[src/verilog/kl_mem_defs.svh]
`ifndef KL_MEM_DEFS_SVH
`define KL_MEM_DEFS_SVH

// Width of a KL10 data word
`define WORD_W 36

// Physical memory address width as seen on the SBUS
`define PMA_W 22

// Low PMA bits that index storage
// Upper PMA bits alias onto the same 256 words
`define MEM_ADR_W 8

// Cycles from start_a to ackn_a or error inside the storage module
// Must be at least 1
`define MEM_ACK_DLY 2

`endif
[src/verilog/kl_mem_pkg.sv]
`default_nettype none

`include "kl_mem_defs.svh"

package kl_mem_pkg;

  // Widths with a meaning of their own
  typedef logic [`WORD_W-1:0]    word_t;
  typedef logic [`PMA_W-1:0]     pma_t;
  typedef logic [`MEM_ADR_W-1:0] mem_adr_t;

  // Host side request, held stable while req is high
  typedef struct packed {
    logic  wr;           // 1 = write, 0 = read
    logic  bad_adr_par;  // Diagnostic, invert address parity
    pma_t  pma;
    word_t data;
  } host_req_t;

  // Host side response, valid while ack is high
  typedef struct packed {
    word_t data;
    logic  adr_par_err;
    logic  data_par_err;
  } host_rsp_t;

  // MBOX outputs toward the bus translator
  typedef struct packed {
    logic  mem_start_a;
    logic  mem_rd_rq;
    logic  mem_wr_rq;
    logic  mem_adr_par;
    logic  sbus_adr_hold;
    logic  mem_data_to_mem;
    logic  data_valid_a_out;
    pma_t  pma;
    word_t mb;
    logic  mem_par;
  } mbox_mem_t;

  // Translator returns to the MBOX
  typedef struct packed {
    logic  mem_ackn_a;
    logic  mem_error;
    logic  mem_adr_par_err;
    logic  mem_data_valid_a;
    word_t mem_data_in;
    logic  mem_par_in;
  } mbox_mem_in_t;

  // SBUS command side, translator to storage
  typedef struct packed {
    logic  start_a;
    logic  rd_rq;
    logic  wr_rq;
    logic  adr_par;
    pma_t  adr;
    word_t d;
    logic  data_par;
    logic  data_valid_a;  // Write strobe
  } sbus_cmd_t;

  // SBUS response side, storage to translator
  typedef struct packed {
    logic  ackn_a;
    logic  error;
    logic  adr_par_err;
    logic  data_valid_a;
    word_t d;
    logic  data_par;
  } sbus_rsp_t;

  // Memory port sequencer
  typedef enum logic [2:0] {
    IDLE,
    LOAD_ADR,
    START,
    WAIT_ACK,
    XFER,
    HOST_ACK
  } mem_port_state_t;

endpackage

`default_nettype wire

[src/verilog/mt0.sv]
`default_nettype none

// Bus translator between MBOX names and SBUS names
// The two cable copies of a real machine are folded into this one
module mt0 (
  input  wire                      sbus_clk,
  input  wire                      arst_n,
  input  kl_mem_pkg::mbox_mem_t    mbox,
  input  kl_mem_pkg::sbus_rsp_t    sbus_in,
  output kl_mem_pkg::mbox_mem_in_t mbox_in,
  output kl_mem_pkg::sbus_cmd_t    sbus_out
);

  import kl_mem_pkg::*;

  // SBUS address register
  pma_t adr_q;

  // Direction of the data lines, 1 = toward memory
  logic data_to_mem_en;

  assign data_to_mem_en = mbox.mem_data_to_mem;

  // Follows PMA while hold is high, keeps it otherwise
  always_ff @(posedge sbus_clk or negedge arst_n) begin
    if (!arst_n) begin
      adr_q <= '0;
    end else if (mbox.sbus_adr_hold) begin
      adr_q <= mbox.pma;
    end
  end

  // Control and status, straight renames
  assign sbus_out.start_a         = mbox.mem_start_a;
  assign sbus_out.rd_rq           = mbox.mem_rd_rq;
  assign sbus_out.wr_rq           = mbox.mem_wr_rq;
  assign sbus_out.adr_par         = mbox.mem_adr_par;
  assign sbus_out.adr             = adr_q;
  assign mbox_in.mem_ackn_a       = sbus_in.ackn_a;
  assign mbox_in.mem_error        = sbus_in.error;
  assign mbox_in.mem_adr_par_err  = sbus_in.adr_par_err;

  // Data, parity and valid steered one way at a time
  // The idle side reads 0
  always_comb begin
    if (data_to_mem_en) begin
      sbus_out.d               = mbox.mb;
      sbus_out.data_par        = mbox.mem_par;
      sbus_out.data_valid_a    = mbox.data_valid_a_out;
      mbox_in.mem_data_in      = '0;
      mbox_in.mem_par_in       = 1'b0;
      mbox_in.mem_data_valid_a = 1'b0;
    end else begin
      sbus_out.d               = '0;
      sbus_out.data_par        = 1'b0;
      sbus_out.data_valid_a    = 1'b0;
      mbox_in.mem_data_in      = sbus_in.d;
      mbox_in.mem_par_in       = sbus_in.data_par;
      mbox_in.mem_data_valid_a = sbus_in.data_valid_a;
    end
  end

endmodule

`default_nettype wire

[config.mk]
export PLATFORM = sky130hd
export DESIGN_NAME = mt0
export DESIGN_NICKNAME = d
export VERILOG_FILES = /design/src/verilog/kl_mem_pkg.sv /design/src/verilog/mt0.sv
export VERILOG_INCLUDE_DIRS = /design/src /design/src/verilog
export SDC_FILE = /design/constraint.sdc
export NUM_CORES = 1
export LEC_CHECK = 0
export BUFFER_PORTS_ARGS = -buffer_cell sky130_fd_sc_hd__buf_4
export CAP_MARGIN = 20
export CORE_AREA = 5 5 80 82
export CTS_CLUSTER_DIAMETER = 40
export DETAILED_ROUTE_END_ITERATION = 16
export DIE_AREA = 0 0 85 87
export HOLD_SLACK_MARGIN = 0.1
export PLACE_DENSITY_LB_ADDON = 0.1
export SYNTH_ARGS = -nofsm -noshare
export SYNTH_HDL_FRONTEND = slang
export SYNTH_SLANG_ARGS = --single-unit
[constraint.sdc]
create_clock -name sbus_clk -period 1.6 [get_ports sbus_clk]
set_input_delay 0.08 -clock sbus_clk [delete_from_list [all_inputs] [get_ports sbus_clk]]
set_output_delay 0.08 -clock sbus_clk [all_outputs]
set_load 0.005 [all_outputs]
==> results.sh <==
export IMPL_cts_num_sinks=22
export IMPL_viasPerCell=4.000
export IMPL_rsz0062_at_grt="no"
export IMPL_coreArea_um2=5675
export IMPL_port_buffer_count=199
export IMPL_grt_pass1_vias=1734
export IMPL_vdd_drop_max_mv=0.5889
export IMPL_drtAntennaViolNets=0
export IMPL_via_count=1684
export IMPL_final_max_slew_viol_count=0
export IMPL_clockBufferDepth=2
export IMPL_cp_arrival_ns=0.92
export IMPL_worstMarginPinSlew_ns=0.5900
export IMPL_drcViolationCount=0
export IMPL_status="complete, no violations"
export IMPL_grt_pass1_wl_um=9011
export IMPL_grt_remaining_overflow=0
export IMPL_startpoint="mbox[60]"
export IMPL_ios=214
export IMPL_crit_path_end="sbus_out[24]"
export IMPL_cp_max_fo=76
export IMPL_fp_dieH_um=87
export IMPL_critPathTopFamily="buffers and inverters"
export IMPL_max_freq_mhz=1004
export IMPL_clkLatencyLatePin_ns=0.25
export IMPL_largest_reg_flops=22
export IMPL_regMostFlops="adr_q"
export IMPL_power_leakage_nw=1.634
export IMPL_reg2reg_from="adr_q[3]"
export IMPL_start_util_pct=24.49
export IMPL_synth_cell_type_count=8
export IMPL_cap_violations=0
export IMPL_root_buffer="clkbuf_8"
export IMPL_worstSetupEndpointType="primary output"
export IMPL_layout_drive_gt1_share_pct=65.03
export IMPL_fin_nets=456
export IMPL_synth_nets=246
export IMPL_power_density_nw_per_um2=539.6
export IMPL_setup_viol=0
export IMPL_ys_ff_latch=22
export IMPL_path_cells="buf_4 -> and2_1 -> buf_4"
export IMPL_grt_max_degree=77
export IMPL_startpoint_type="primary input"
export IMPL_rows=28
export IMPL_worstPathRequired_ns=1.52
export IMPL_grtUsageTotal_pct=15.05
export IMPL_drtPass1Iterations=2
export IMPL_crit_buf_inv=2
export IMPL_whs_ns=0.1600
export IMPL_hpwlAfterDp_um=5130
export IMPL_synthesis_area_um2=1390
export IMPL_r2r_slack_ns=0.84
export IMPL_synthCells=137
export IMPL_relSlewSlack_pct=60.66
export IMPL_cts_buffers=3
export IMPL_critPathKind="in2out"
export IMPL_dieArea_um2=7395
export IMPL_tritoncts="yes"
export IMPL_first_iter_violations=19
export IMPL_synth_seq_area_share_pct=39.60
export IMPL_setup_tns_ns=0
export IMPL_wl_um=6292
export IMPL_ys_warn_count=0
export IMPL_r2r_cells=1
export IMPL_max_stage_delay_ns=0.48
export IMPL_rr_endpoint="adr_q[3]"
export IMPL_hold_violations=0
export IMPL_die_x_um=85
export IMPL_avgSynthCellArea_um2=10.15
export IMPL_fin_crit_sh_pct=62.23
export IMPL_hp_class="in2out"
export IMPL_worst_clock_skew_ns=0
export IMPL_areaGrowthSynthToFinish_pct=126.4
export IMPL_grt_antenna_before_repair=0
export IMPL_path_common_cell="buf_4"
export IMPL_routedWlPerCell_um=14.95
export IMPL_crit_path_top_delay_cell="buf_4"
export IMPL_h_tree_depth=1
export IMPL_top_regs="adr_q: 22 flops"
export IMPL_cp_num_cells=3
export IMPL_diodes=0
export IMPL_layout_min_cycle_time_ns=0.9958
export IMPL_gp_congestion=0.7952
## through the flow
step           setup slack, ns  std cells  util, %  area, µm²  total power [W]
6_report                0.6043        421    55.45       3147         0.001698
5_1_grt                 0.5188        421    55.45       3147         0.001799
4_1_cts                 0.5929        421    55.45       3147         0.001719
3_5_place_dp            0.6033        394    50.42       2861         0.001283
3_3_place_gp            0.6077        394    50.42       2861         0.001282
2_1_floorplan           0.8628        137        -       1390        0.0008480
## routing by layer
metal	part of all wire [%]	wire, µm	global-route usage, %	vias to the layer above
li1	-	-	-	838
met1	34	2164	15.89	737
met2	53	3351	28.32	107
met3	12	748	6.433	2
met4	0.45	28	2.158	0
met5	0	0	0	-
## cell type report
cell class                      instances  area [µm²]
Tap cell                               75       93.84
Sequential cell                        22       550.5
Clock buffer                            4       55.05
Fill cell                             521        2529
Multi-Input combinational cell         98       723.2
Timing Repair Buffer                  222        1724
## layout by cell type (no fill, tap or decap)
cell           Yosys  layout
buf_4              9     199
dlygate4sd3_1      0      23
clkbuf_8           0       4
mux2_2            22      22
nor2b_1           38      38
dfrtp_1           22      22
and2_1            38      38
## cells in the mapped netlist
| cell type | number | share of area [%] |
|---|---|---|
| and2_1 | 38 | 17 |
| nor2b_1 | 38 | 17 |
| dfrtp_1 | 22 | 40 |
| mux2_2 | 22 | 18 |
| buf_4 | 9 | 4.9 |
| buf_2 | 3 | 1.1 |
| clkbuf_1 | 3 | 0.81 |
| buf_6 | 2 | 1.6 |
## worst min-delay path by stage
stage,startpoint,endpoint,slack [ns],cells past startpoint
final,sbus_in[39],mbox_in[39],0.16,0
after global routing,mbox[64],sbus_out[62],0.16,0
after CTS,sbus_in[39],mbox_in[39],0.16,0
after detailed placement,arst_n,adr_q[5],-0.02,1
after global placement,arst_n,adr_q[5],-0.01,1
after floorplan,arst_n,adr_q[0],-0.22,0
## kinds of logic after synthesis
group,after synthesis,share of synthesized area (%)
buffers and inverters,17,8.370
DFF,22,39.60
muxes,22,17.82
and+or+nand+nor,76,34.20
## report_power, final
group / switching, W / internal (W)
Sequential: 0.0000279 / 0.000611
Clock: 0.000169 / 0.000219
Combinational: 0.000206 / 0.000465
## repair_timing
action                                 4_1_cts  5_1_grt
resized for setup                            0        0
setup buffers                                0        0
hold buffers                                23        0
endpoints found under the hold margin       44        0
Note: power is estimated with default switching activity, not from simulation.
