--- src/verilog/kl_mem_defs.svh ---
`ifndef KL_MEM_DEFS_SVH
`define KL_MEM_DEFS_SVH

// Width of a KL10 data word
`define WORD_W 36

// Physical memory address width as seen on the SBUS
`define PMA_W 22

// Low PMA bits that index storage
// Upper PMA bits alias onto the same 256 words
`define MEM_ADR_W 8

// Cycles from start_a to ackn_a or error inside the storage module
// Must be at least 1
`define MEM_ACK_DLY 2

`endif
--- src/verilog/kl_mem_pkg.sv ---
`default_nettype none

`include "kl_mem_defs.svh"

package kl_mem_pkg;

  // Widths with a meaning of their own
  typedef logic [`WORD_W-1:0]    word_t;
  typedef logic [`PMA_W-1:0]     pma_t;
  typedef logic [`MEM_ADR_W-1:0] mem_adr_t;

  // Host side request, held stable while req is high
  typedef struct packed {
    logic  wr;           // 1 = write, 0 = read
    logic  bad_adr_par;  // Diagnostic, invert address parity
    pma_t  pma;
    word_t data;
  } host_req_t;

  // Host side response, valid while ack is high
  typedef struct packed {
    word_t data;
    logic  adr_par_err;
    logic  data_par_err;
  } host_rsp_t;

  // MBOX outputs toward the bus translator
  typedef struct packed {
    logic  mem_start_a;
    logic  mem_rd_rq;
    logic  mem_wr_rq;
    logic  mem_adr_par;
    logic  sbus_adr_hold;
    logic  mem_data_to_mem;
    logic  data_valid_a_out;
    pma_t  pma;
    word_t mb;
    logic  mem_par;
  } mbox_mem_t;

  // Translator returns to the MBOX
  typedef struct packed {
    logic  mem_ackn_a;
    logic  mem_error;
    logic  mem_adr_par_err;
    logic  mem_data_valid_a;
    word_t mem_data_in;
    logic  mem_par_in;
  } mbox_mem_in_t;

  // SBUS command side, translator to storage
  typedef struct packed {
    logic  start_a;
    logic  rd_rq;
    logic  wr_rq;
    logic  adr_par;
    pma_t  adr;
    word_t d;
    logic  data_par;
    logic  data_valid_a;  // Write strobe
  } sbus_cmd_t;

  // SBUS response side, storage to translator
  typedef struct packed {
    logic  ackn_a;
    logic  error;
    logic  adr_par_err;
    logic  data_valid_a;
    word_t d;
    logic  data_par;
  } sbus_rsp_t;

  // Memory port sequencer
  typedef enum logic [2:0] {
    IDLE,
    LOAD_ADR,
    START,
    WAIT_ACK,
    XFER,
    HOST_ACK
  } mem_port_state_t;

endpackage

`default_nettype wire

--- src/verilog/mbox_mem_port.sv ---
`default_nettype none

module mbox_mem_port (
  input  wire                      sbus_clk,
  input  wire                      arst_n,
  input  wire                      req,
  input  kl_mem_pkg::host_req_t    host_req,
  input  kl_mem_pkg::mbox_mem_in_t mem_in,
  output logic                     ack,
  output kl_mem_pkg::host_rsp_t    host_rsp,
  output kl_mem_pkg::mbox_mem_t    mem_out
);

  import kl_mem_pkg::*;

  mem_port_state_t state_q;

  // Request captured when a new cycle is accepted
  host_req_t req_q;

  // Response word and error flags
  word_t rsp_data_q;
  logic  adr_err_q;
  logic  dpar_err_q;

  // Odd parity over the address, diag can flip it
  logic adr_par;

  // Read word parity check, 1 when the odd count is broken
  logic rd_par_bad;

  assign adr_par    = ~(^req_q.pma) ^ req_q.bad_adr_par;
  assign rd_par_bad = ~(^{mem_in.mem_data_in, mem_in.mem_par_in});

  // Sequencer
  always_ff @(posedge sbus_clk or negedge arst_n) begin
    if (!arst_n) begin
      state_q <= IDLE;
    end else begin
      case (state_q)
        // New work only from here, so ack is already low
        IDLE: begin
          if (req) begin
            state_q <= LOAD_ADR;
          end
        end
        // Translator latches PMA at the end of this cycle
        LOAD_ADR: state_q <= START;
        // One cycle start_a strobe
        START:    state_q <= WAIT_ACK;
        // Memory answers with ackn or error, never both
        WAIT_ACK: begin
          if (mem_in.mem_error) begin
            state_q <= HOST_ACK;
          end else if (mem_in.mem_ackn_a) begin
            state_q <= XFER;
          end
        end
        // Data moves in the cycle after ackn
        XFER:     state_q <= HOST_ACK;
        // Hold ack until the host lets go of req
        HOST_ACK: begin
          if (!req) begin
            state_q <= IDLE;
          end
        end
        default:  state_q <= IDLE;
      endcase
    end
  end

  // Host request register
  always_ff @(posedge sbus_clk) begin
    if (state_q == IDLE && req) begin
      req_q <= host_req;
    end
  end

  // Error flags, cleared when a cycle is accepted
  always_ff @(posedge sbus_clk or negedge arst_n) begin
    if (!arst_n) begin
      adr_err_q  <= 1'b0;
      dpar_err_q <= 1'b0;
    end else if (state_q == IDLE && req) begin
      adr_err_q  <= 1'b0;
      dpar_err_q <= 1'b0;
    end else if (state_q == WAIT_ACK && mem_in.mem_error) begin
      adr_err_q  <= mem_in.mem_adr_par_err;
    end else if (state_q == XFER && !req_q.wr && mem_in.mem_data_valid_a) begin
      dpar_err_q <= rd_par_bad;
    end
  end

  // Read word capture
  always_ff @(posedge sbus_clk) begin
    if (state_q == IDLE && req) begin
      rsp_data_q <= '0;
    end else if (state_q == XFER && !req_q.wr && mem_in.mem_data_valid_a) begin
      rsp_data_q <= mem_in.mem_data_in;
    end
  end

  // MBOX bus, decoded from state
  always_comb begin
    mem_out.sbus_adr_hold    = (state_q == LOAD_ADR);
    mem_out.mem_start_a      = (state_q == START);
    mem_out.mem_rd_rq        = (state_q == START) && !req_q.wr;
    mem_out.mem_wr_rq        = (state_q == START) && req_q.wr;
    mem_out.mem_adr_par      = adr_par;
    // Drive toward memory only while write data moves
    mem_out.mem_data_to_mem  = (state_q == XFER) && req_q.wr;
    mem_out.data_valid_a_out = (state_q == XFER) && req_q.wr;
    mem_out.pma              = req_q.pma;
    mem_out.mb               = req_q.data;
    mem_out.mem_par          = ~(^req_q.data);
  end

  // Host side
  assign ack                   = (state_q == HOST_ACK);
  assign host_rsp.data         = rsp_data_q;
  assign host_rsp.adr_par_err  = adr_err_q;
  assign host_rsp.data_par_err = dpar_err_q;

endmodule

`default_nettype wire

--- config.mk ---
export PLATFORM = sky130hd
export DESIGN_NAME = mbox_mem_port
export DESIGN_NICKNAME = d
export VERILOG_FILES = /design/src/verilog/kl_mem_pkg.sv /design/src/verilog/mbox_mem_port.sv
export VERILOG_INCLUDE_DIRS = /design/src /design/src/verilog
export SDC_FILE = /design/constraint.sdc
export NUM_CORES = 1
export LEC_CHECK = 0
export CORE_ASPECT_RATIO = 0.8
export CORE_MARGIN = 2
export CORE_UTILIZATION = 50
export CTS_BUF_LIST = sky130_fd_sc_hd__clkbuf_2
export CTS_CLUSTER_SIZE = 10
export DETAILED_ROUTE_END_ITERATION = 6
export DONT_BUFFER_PORTS = 1
export GPL_TIMING_DRIVEN = 0
export SLEW_MARGIN = 20
export SYNTH_ARGS = -nofsm -noshare
export SYNTH_HDL_FRONTEND = slang
export SYNTH_SLANG_ARGS = --single-unit
--- constraint.sdc ---
create_clock -name sbus_clk -period 4.4 [get_ports sbus_clk]
set_input_delay 0 -clock sbus_clk [delete_from_list [all_inputs] [get_ports sbus_clk]]
set_output_delay 0 -clock sbus_clk [all_outputs]
set_load 0.01 [all_outputs]
==> results of run 1 <==
[metrics by stage]
step	utilization (%)	worst slack, ns	area [µm²]	hold WS, ns
after detailed placement	53.2	2.28	4790	-0.295
after global placement	52.9	0.274	4760	-0.295
after floorplan	-	1.20	4620	-0.296
[cell usage after synthesis (2+ instances only)]
master and number:
nand2_1 75, inv_1 3, o21ai_0 4, xnor2_1 78, dfrtp_1 5, buf_4 62
nor3_1 3, xor2_1 12, nor2_1 6, clkbuf_1 7, dfxtp_1 36, a21oi_1 36
edfxtp_1 60, buf_2 6, and3_1 2
[kinds of logic after synthesis]
kind of cell           Yosys count
flip-flops                     101
XOR/XNOR                        92
AND/OR/NAND/NOR                 91
buffers and inverters           78
AO/OA/AOI/OAI                   43
multiplexers                     1
==> qor.yml, run 1 <==
outcome:
  run_status: "did not finish"
  failing_step: "clock tree synthesis (4_1_cts)"
  error_message: "[ERROR RSZ-0060] Max buffer count reached."
die:
  initial_utilization_pct: 51.3
  top_level_ports: 209
  floorplan.rows: 31
  fp.dieW_um: 111
  die_h_um: 90.0
synthesis:
  post_synth_instance_area_um2: 4620
  synth_compound_gate_area_share_pct: 4.98
  main_combinational_cell_family_by_area_after_synthesis: "XOR/XNOR gates"
  yosys.area.top_type: "edfxtp_1"
  synth.distinct_cells: 26
  synth_fp_nets: 510
  synth_sequential_area_ratio_pct: 57.3
  synth_top_flop_cell: "edfxtp_1"
  synth_adder_area_share_pct: 0
  yosys_register_bits: 101
  synthXorXnorAreaFrac_pct: 17.9
  yosys.area.top_type_share_pct: 39.0
  synth-simple-area-share_pct: 8.04
  async_reset_ff_share_pct: 4.95
  mean_instance_size_in_the_synthesized_netlist_um2: 11.4
  synthMuxAreaShare_pct: 0.217
  synth_enable_flop_cells: 60
  ys.warnings.count: 0
  netlist_instances: 406
  ys_top_cells_by_area: "edfxtp_1 (39%), dfxtp_1 (16%), xnor2_1 (15%), buf_4 (10%), nand2_1 (6.1%)"
cts:
  ctsLongestPathBuffers: 2
  cts.sinks: 101
  post-cts-setup-buffers: 0
  cts.htree.levels: 3
  cts_resized: 0
  ctsHoldBuffers: 108
  tritoncts.num_buffers: 9
  clockRootBuffer: "clkbuf_2"
placement:
  hpwl_reported_at_the_end_of_detailed_placement_um: 7040
  numPortBuffers: 0
  place_congestion: 0.814
  placedCellCount: 522
==> run 2: changes to the inputs <==
- CORE_ASPECT_RATIO: 0.8 -> unset
- CORE_UTILIZATION: 50 -> 35
- CTS_BUF_LIST: sky130_fd_sc_hd__clkbuf_2 -> unset
- CTS_CLUSTER_SIZE: 10 -> unset
- PLACE_DENSITY_LB_ADDON: unset -> 0.15
==> qor.yml, run 2 <==
outcome:
  run_status: "finished clean"
synthesis:
  mean_instance_size_in_the_synthesized_netlist_um2: 11.4  # unchanged
  post_synth_most_frequent_cells: "xnor2_1 (78), nand2_1 (75), buf_4 (62)"
  main_combinational_cell_family_by_area_after_synthesis: "XOR/XNOR gates"
  synthMuxAreaShare_pct: 0.217  # unchanged
  netlist_instances: 406  # unchanged
  yosys.area.top_type_share_pct: 39.0  # unchanged
  synthXorXnorAreaFrac_pct: 17.9  # unchanged
  ys_top_cells_by_area: "edfxtp_1 (39%), dfxtp_1 (16%), xnor2_1 (15%), buf_4 (10%), nand2_1 (6.1%)"
  synth_adder_area_share_pct: 0  # unchanged
  synth_sequential_area_ratio_pct: 57.3  # unchanged
  yosys.area.top_type: "edfxtp_1"
  synth_fp_nets: 510  # unchanged
  most_numerous_cell_in_the_yosys_netlist: "xnor2_1"
  post_synth_instance_area_um2: 4620  # unchanged
  synth_top_flop_cell: "edfxtp_1"
  synth_enable_flop_cells: 60  # unchanged
  yosys_register_bits: 101  # unchanged
  synth_compound_gate_area_share_pct: 4.98  # unchanged
  ys.warnings.count: 0  # unchanged
  synth-simple-area-share_pct: 8.04  # unchanged
  synth.distinct_cells: 26  # unchanged
  async_reset_ff_share_pct: 4.95  # unchanged
setup_path:
  critical_path.n_buffers_inverters: 3
  timing.critical_path.arrival_ns: 2.16
  timing.reg2reg.worst_path_depth: 4
  cp_cell_sequence: "buf_2 -> nor4b_1 -> clkbuf_4 -> buf_12"
  required_ns: 4.43
  cp-start-kind: "register"
  crit_path_max_fanout: 41
  timing.critical_path.slowest_stage_cell: "clkbuf_4"
  reg2reg_setup_slack_ns: 2.28
  critical_path.max_stage_delay_ns: 0.50
  path_delay_family: "buffers and inverters"
  crit_path_end_kind: "register"
  timing_worst_setup_path_type: "register to register"
  r2r_start: "state_q[0]$_DFFE_PN0P_"
  worst_r2r_endpoint: "mem_out[26]$_DFFE_PP_"
power_and_ir_drop:
  vdd_ir_drop_max_v: 0.000193
  cellPowerDensity_nw_per_um2: 553
  comb_power_share_pct: 35.2
  power_frac_seq_pct: 42.0
  leakage_uw: 0.00226
  internal_power_uw: 2320
  tot_pwr_uw: 3430
  share_clk_of_total_power_pct: 22.8
  switching_power_uw: 1110
  p_sw_share_pct: 32.4
layout:
  layout_area_growth_over_synthesis_pct: 34.3
  mostFrequentLayoutCell: "dlygate4sd3_1"
  post-route-util_pct: 48.6
  fill_cells: 1153
  commonest_cells_after_routing_fill_and_taps_aside: "dlygate4sd3_1 (105), xnor2_1 (78), nand2_1 (75)"
  fin_nets: 627
  largest_register_ffs: 58
  layout-drive-gt1-share_pct: 16.3
  finish.instance_area_um2: 6200
  antenna-diode-count: 0
cts:
  cts.htree.levels: 3  # unchanged
  post-cts-setup-buffers: 0  # unchanged
  tritoncts.num_buffers: 9  # unchanged
  clkLatencyLatePin_ns: 0.34
  ctsLongestPathBuffers: 2  # unchanged
  tritoncts: "done"
  clockRootBuffer: "clkbuf_16"
  clkSlewWorstSetupHoldPaths_ns: 0.06
  cts.sinks: 101  # unchanged
  cts_resized: 0  # unchanged
route:
  initialDrtViolationCount: 203
  detailroute.via_count: 3130
  route.detailed.vias_per_inst: 4.47
  dr.pass1.iters: 4
  wirelength_um: 10600
  route.detailed.drc: 0
  ant_nets: 0
  wl_per_cell_um: 15.2
die:
  top_level_ports: 209  # unchanged
  core_area_um2: 12800
  initial_utilization_pct: 36.2  # -15 points
  die_h_um: 119  # +32%
  fp.dieW_um: 119  # +6.7%
  die_outline_area_um2: 14100
  floorplan.rows: 41  # +32%
hold_path:
  hold_path_depth: 3
  worstHoldEndpoint: "rsp_data_q[35]$_SDFFE_PP0P_"
  worstHoldStart: "req"
  hold_class: "primary input to register"
timing:
  final-hold-violation-count: 0
  clock.fmax_ghz: 0.471
  slew_headroom_pct: 63.8
  grt_setup_unrepaired: "false"
  finalSetupViolCount: 0
  setup_total_negative_slack_ns: 0
  period_needed_ns: 2.12
  fin_worst_skew_ns: 0.00430
  transition_time_of_the_tightest_slew_check_pin_ns: 0.543
  timing.final.crit_share_pct: 48.3
  hold_slack_ns: 0.154
  final_max_slew_viol_count: 0
placement:
  hpwl_reported_at_the_end_of_detailed_placement_um: 7320  # +4.1%
  numPortBuffers: 0  # unchanged
  place_congestion: 0.801  # -1.7%
  postPlaceCellArea_um2: 4860  # +1.5%
grt:
  via_count_of_the_first_global_routing_pass: 3231
  grtUsageTotal_pct: 15.1
  globalRouteOverflowTotal: 0
  grt_pass1_wl_um: 16500
  antenna_found_initial: 0
  grt_start_max_net_pins: 42
flow_run:
  drv_cap: 0
## run 2: what timing repair did
item / CTS / global route
setup endpoints to repair: 0 / 0
hold buffers: 105 / 0
hold endpoints to repair: 105 / 0
## run 2: cells by family (layout without fill, tap and decap cells)
kind of cell | Yosys count | in the layout
flops | 101 | 101
mux | 1 | 1
xor+xnor | 92 | 92
compound gates | 43 | 43
buf+inv | 78 | 200
simple gates | 91 | 91
## run 2: layout make-up
cell class	instances	area, µm²	share of cell area, %
multi-input combinational	227	1440	23.2
timing repair buffer	106	1070	17.3
clock inverter	4	47.5	0.766
buffer	75	526	8.47
sequential	101	2650	42.7
inverter	3	11.3	0.182
clock buffer	12	246	3.97
tap	172	215	3.47
## run 2: layer usage
metal / vias to the layer above / share of wire (%) / track usage (%)
met5: - / 0 / 0
met4: 0 / 2.7 / 8.26
met1: 1455 / 39 / 16.4
met2: 144 / 49 / 25.3
met3: 19 / 9.3 / 5.84
li1: 1512 / - / -
## run 2: stage by stage
step | instances | setup WS, ns
detailed placement | 579 | 2.21
CTS | 700 | 2.21
floorplan | 406 | 1.20
global placement | 578 | 0.211
global route | 700 | 2.06
finish | 700 | 2.28
## run 2: how the worst max path moves through the flow
stage / from / slack (ns) / to / cells past startpoint
2_1_floorplan: state_q[0]$_DFFE_PN0P_ / 1.20 / mem_out[10]$_DFFE_PP_ / 3
3_3_place_gp: state_q[0]$_DFFE_PN0P_ / 0.21 / mem_out[20]$_DFFE_PP_ / 3
3_5_place_dp: state_q[0]$_DFFE_PN0P_ / 2.21 / mem_out[20]$_DFFE_PP_ / 4
4_1_cts: state_q[0]$_DFFE_PN0P_ / 2.21 / mem_out[20]$_DFFE_PP_ / 4
5_1_grt: state_q[0]$_DFFE_PN0P_ / 2.06 / mem_out[20]$_DFFE_PP_ / 4
6_report: state_q[0]$_DFFE_PN0P_ / 2.28 / mem_out[26]$_DFFE_PP_ / 4
## run 2: worst reg2reg max path, stage by stage (launching register included)
cell,delay [ns]
dfrtp_1,0.35
buf_2,0.17
nor4b_1,0.48
clkbuf_4,0.50
buf_12,0.29
## run 2: power by group through the flow
stage,logic (µW),registers [µW],clock network [µW]
floorplan,960,1420,0
global placement,1100,1470,0
detailed placement,1120,1460,0
CTS,1220,1440,817
global route,1320,1470,846
finish,1210,1440,784
(Power assumes the default switching activity.)
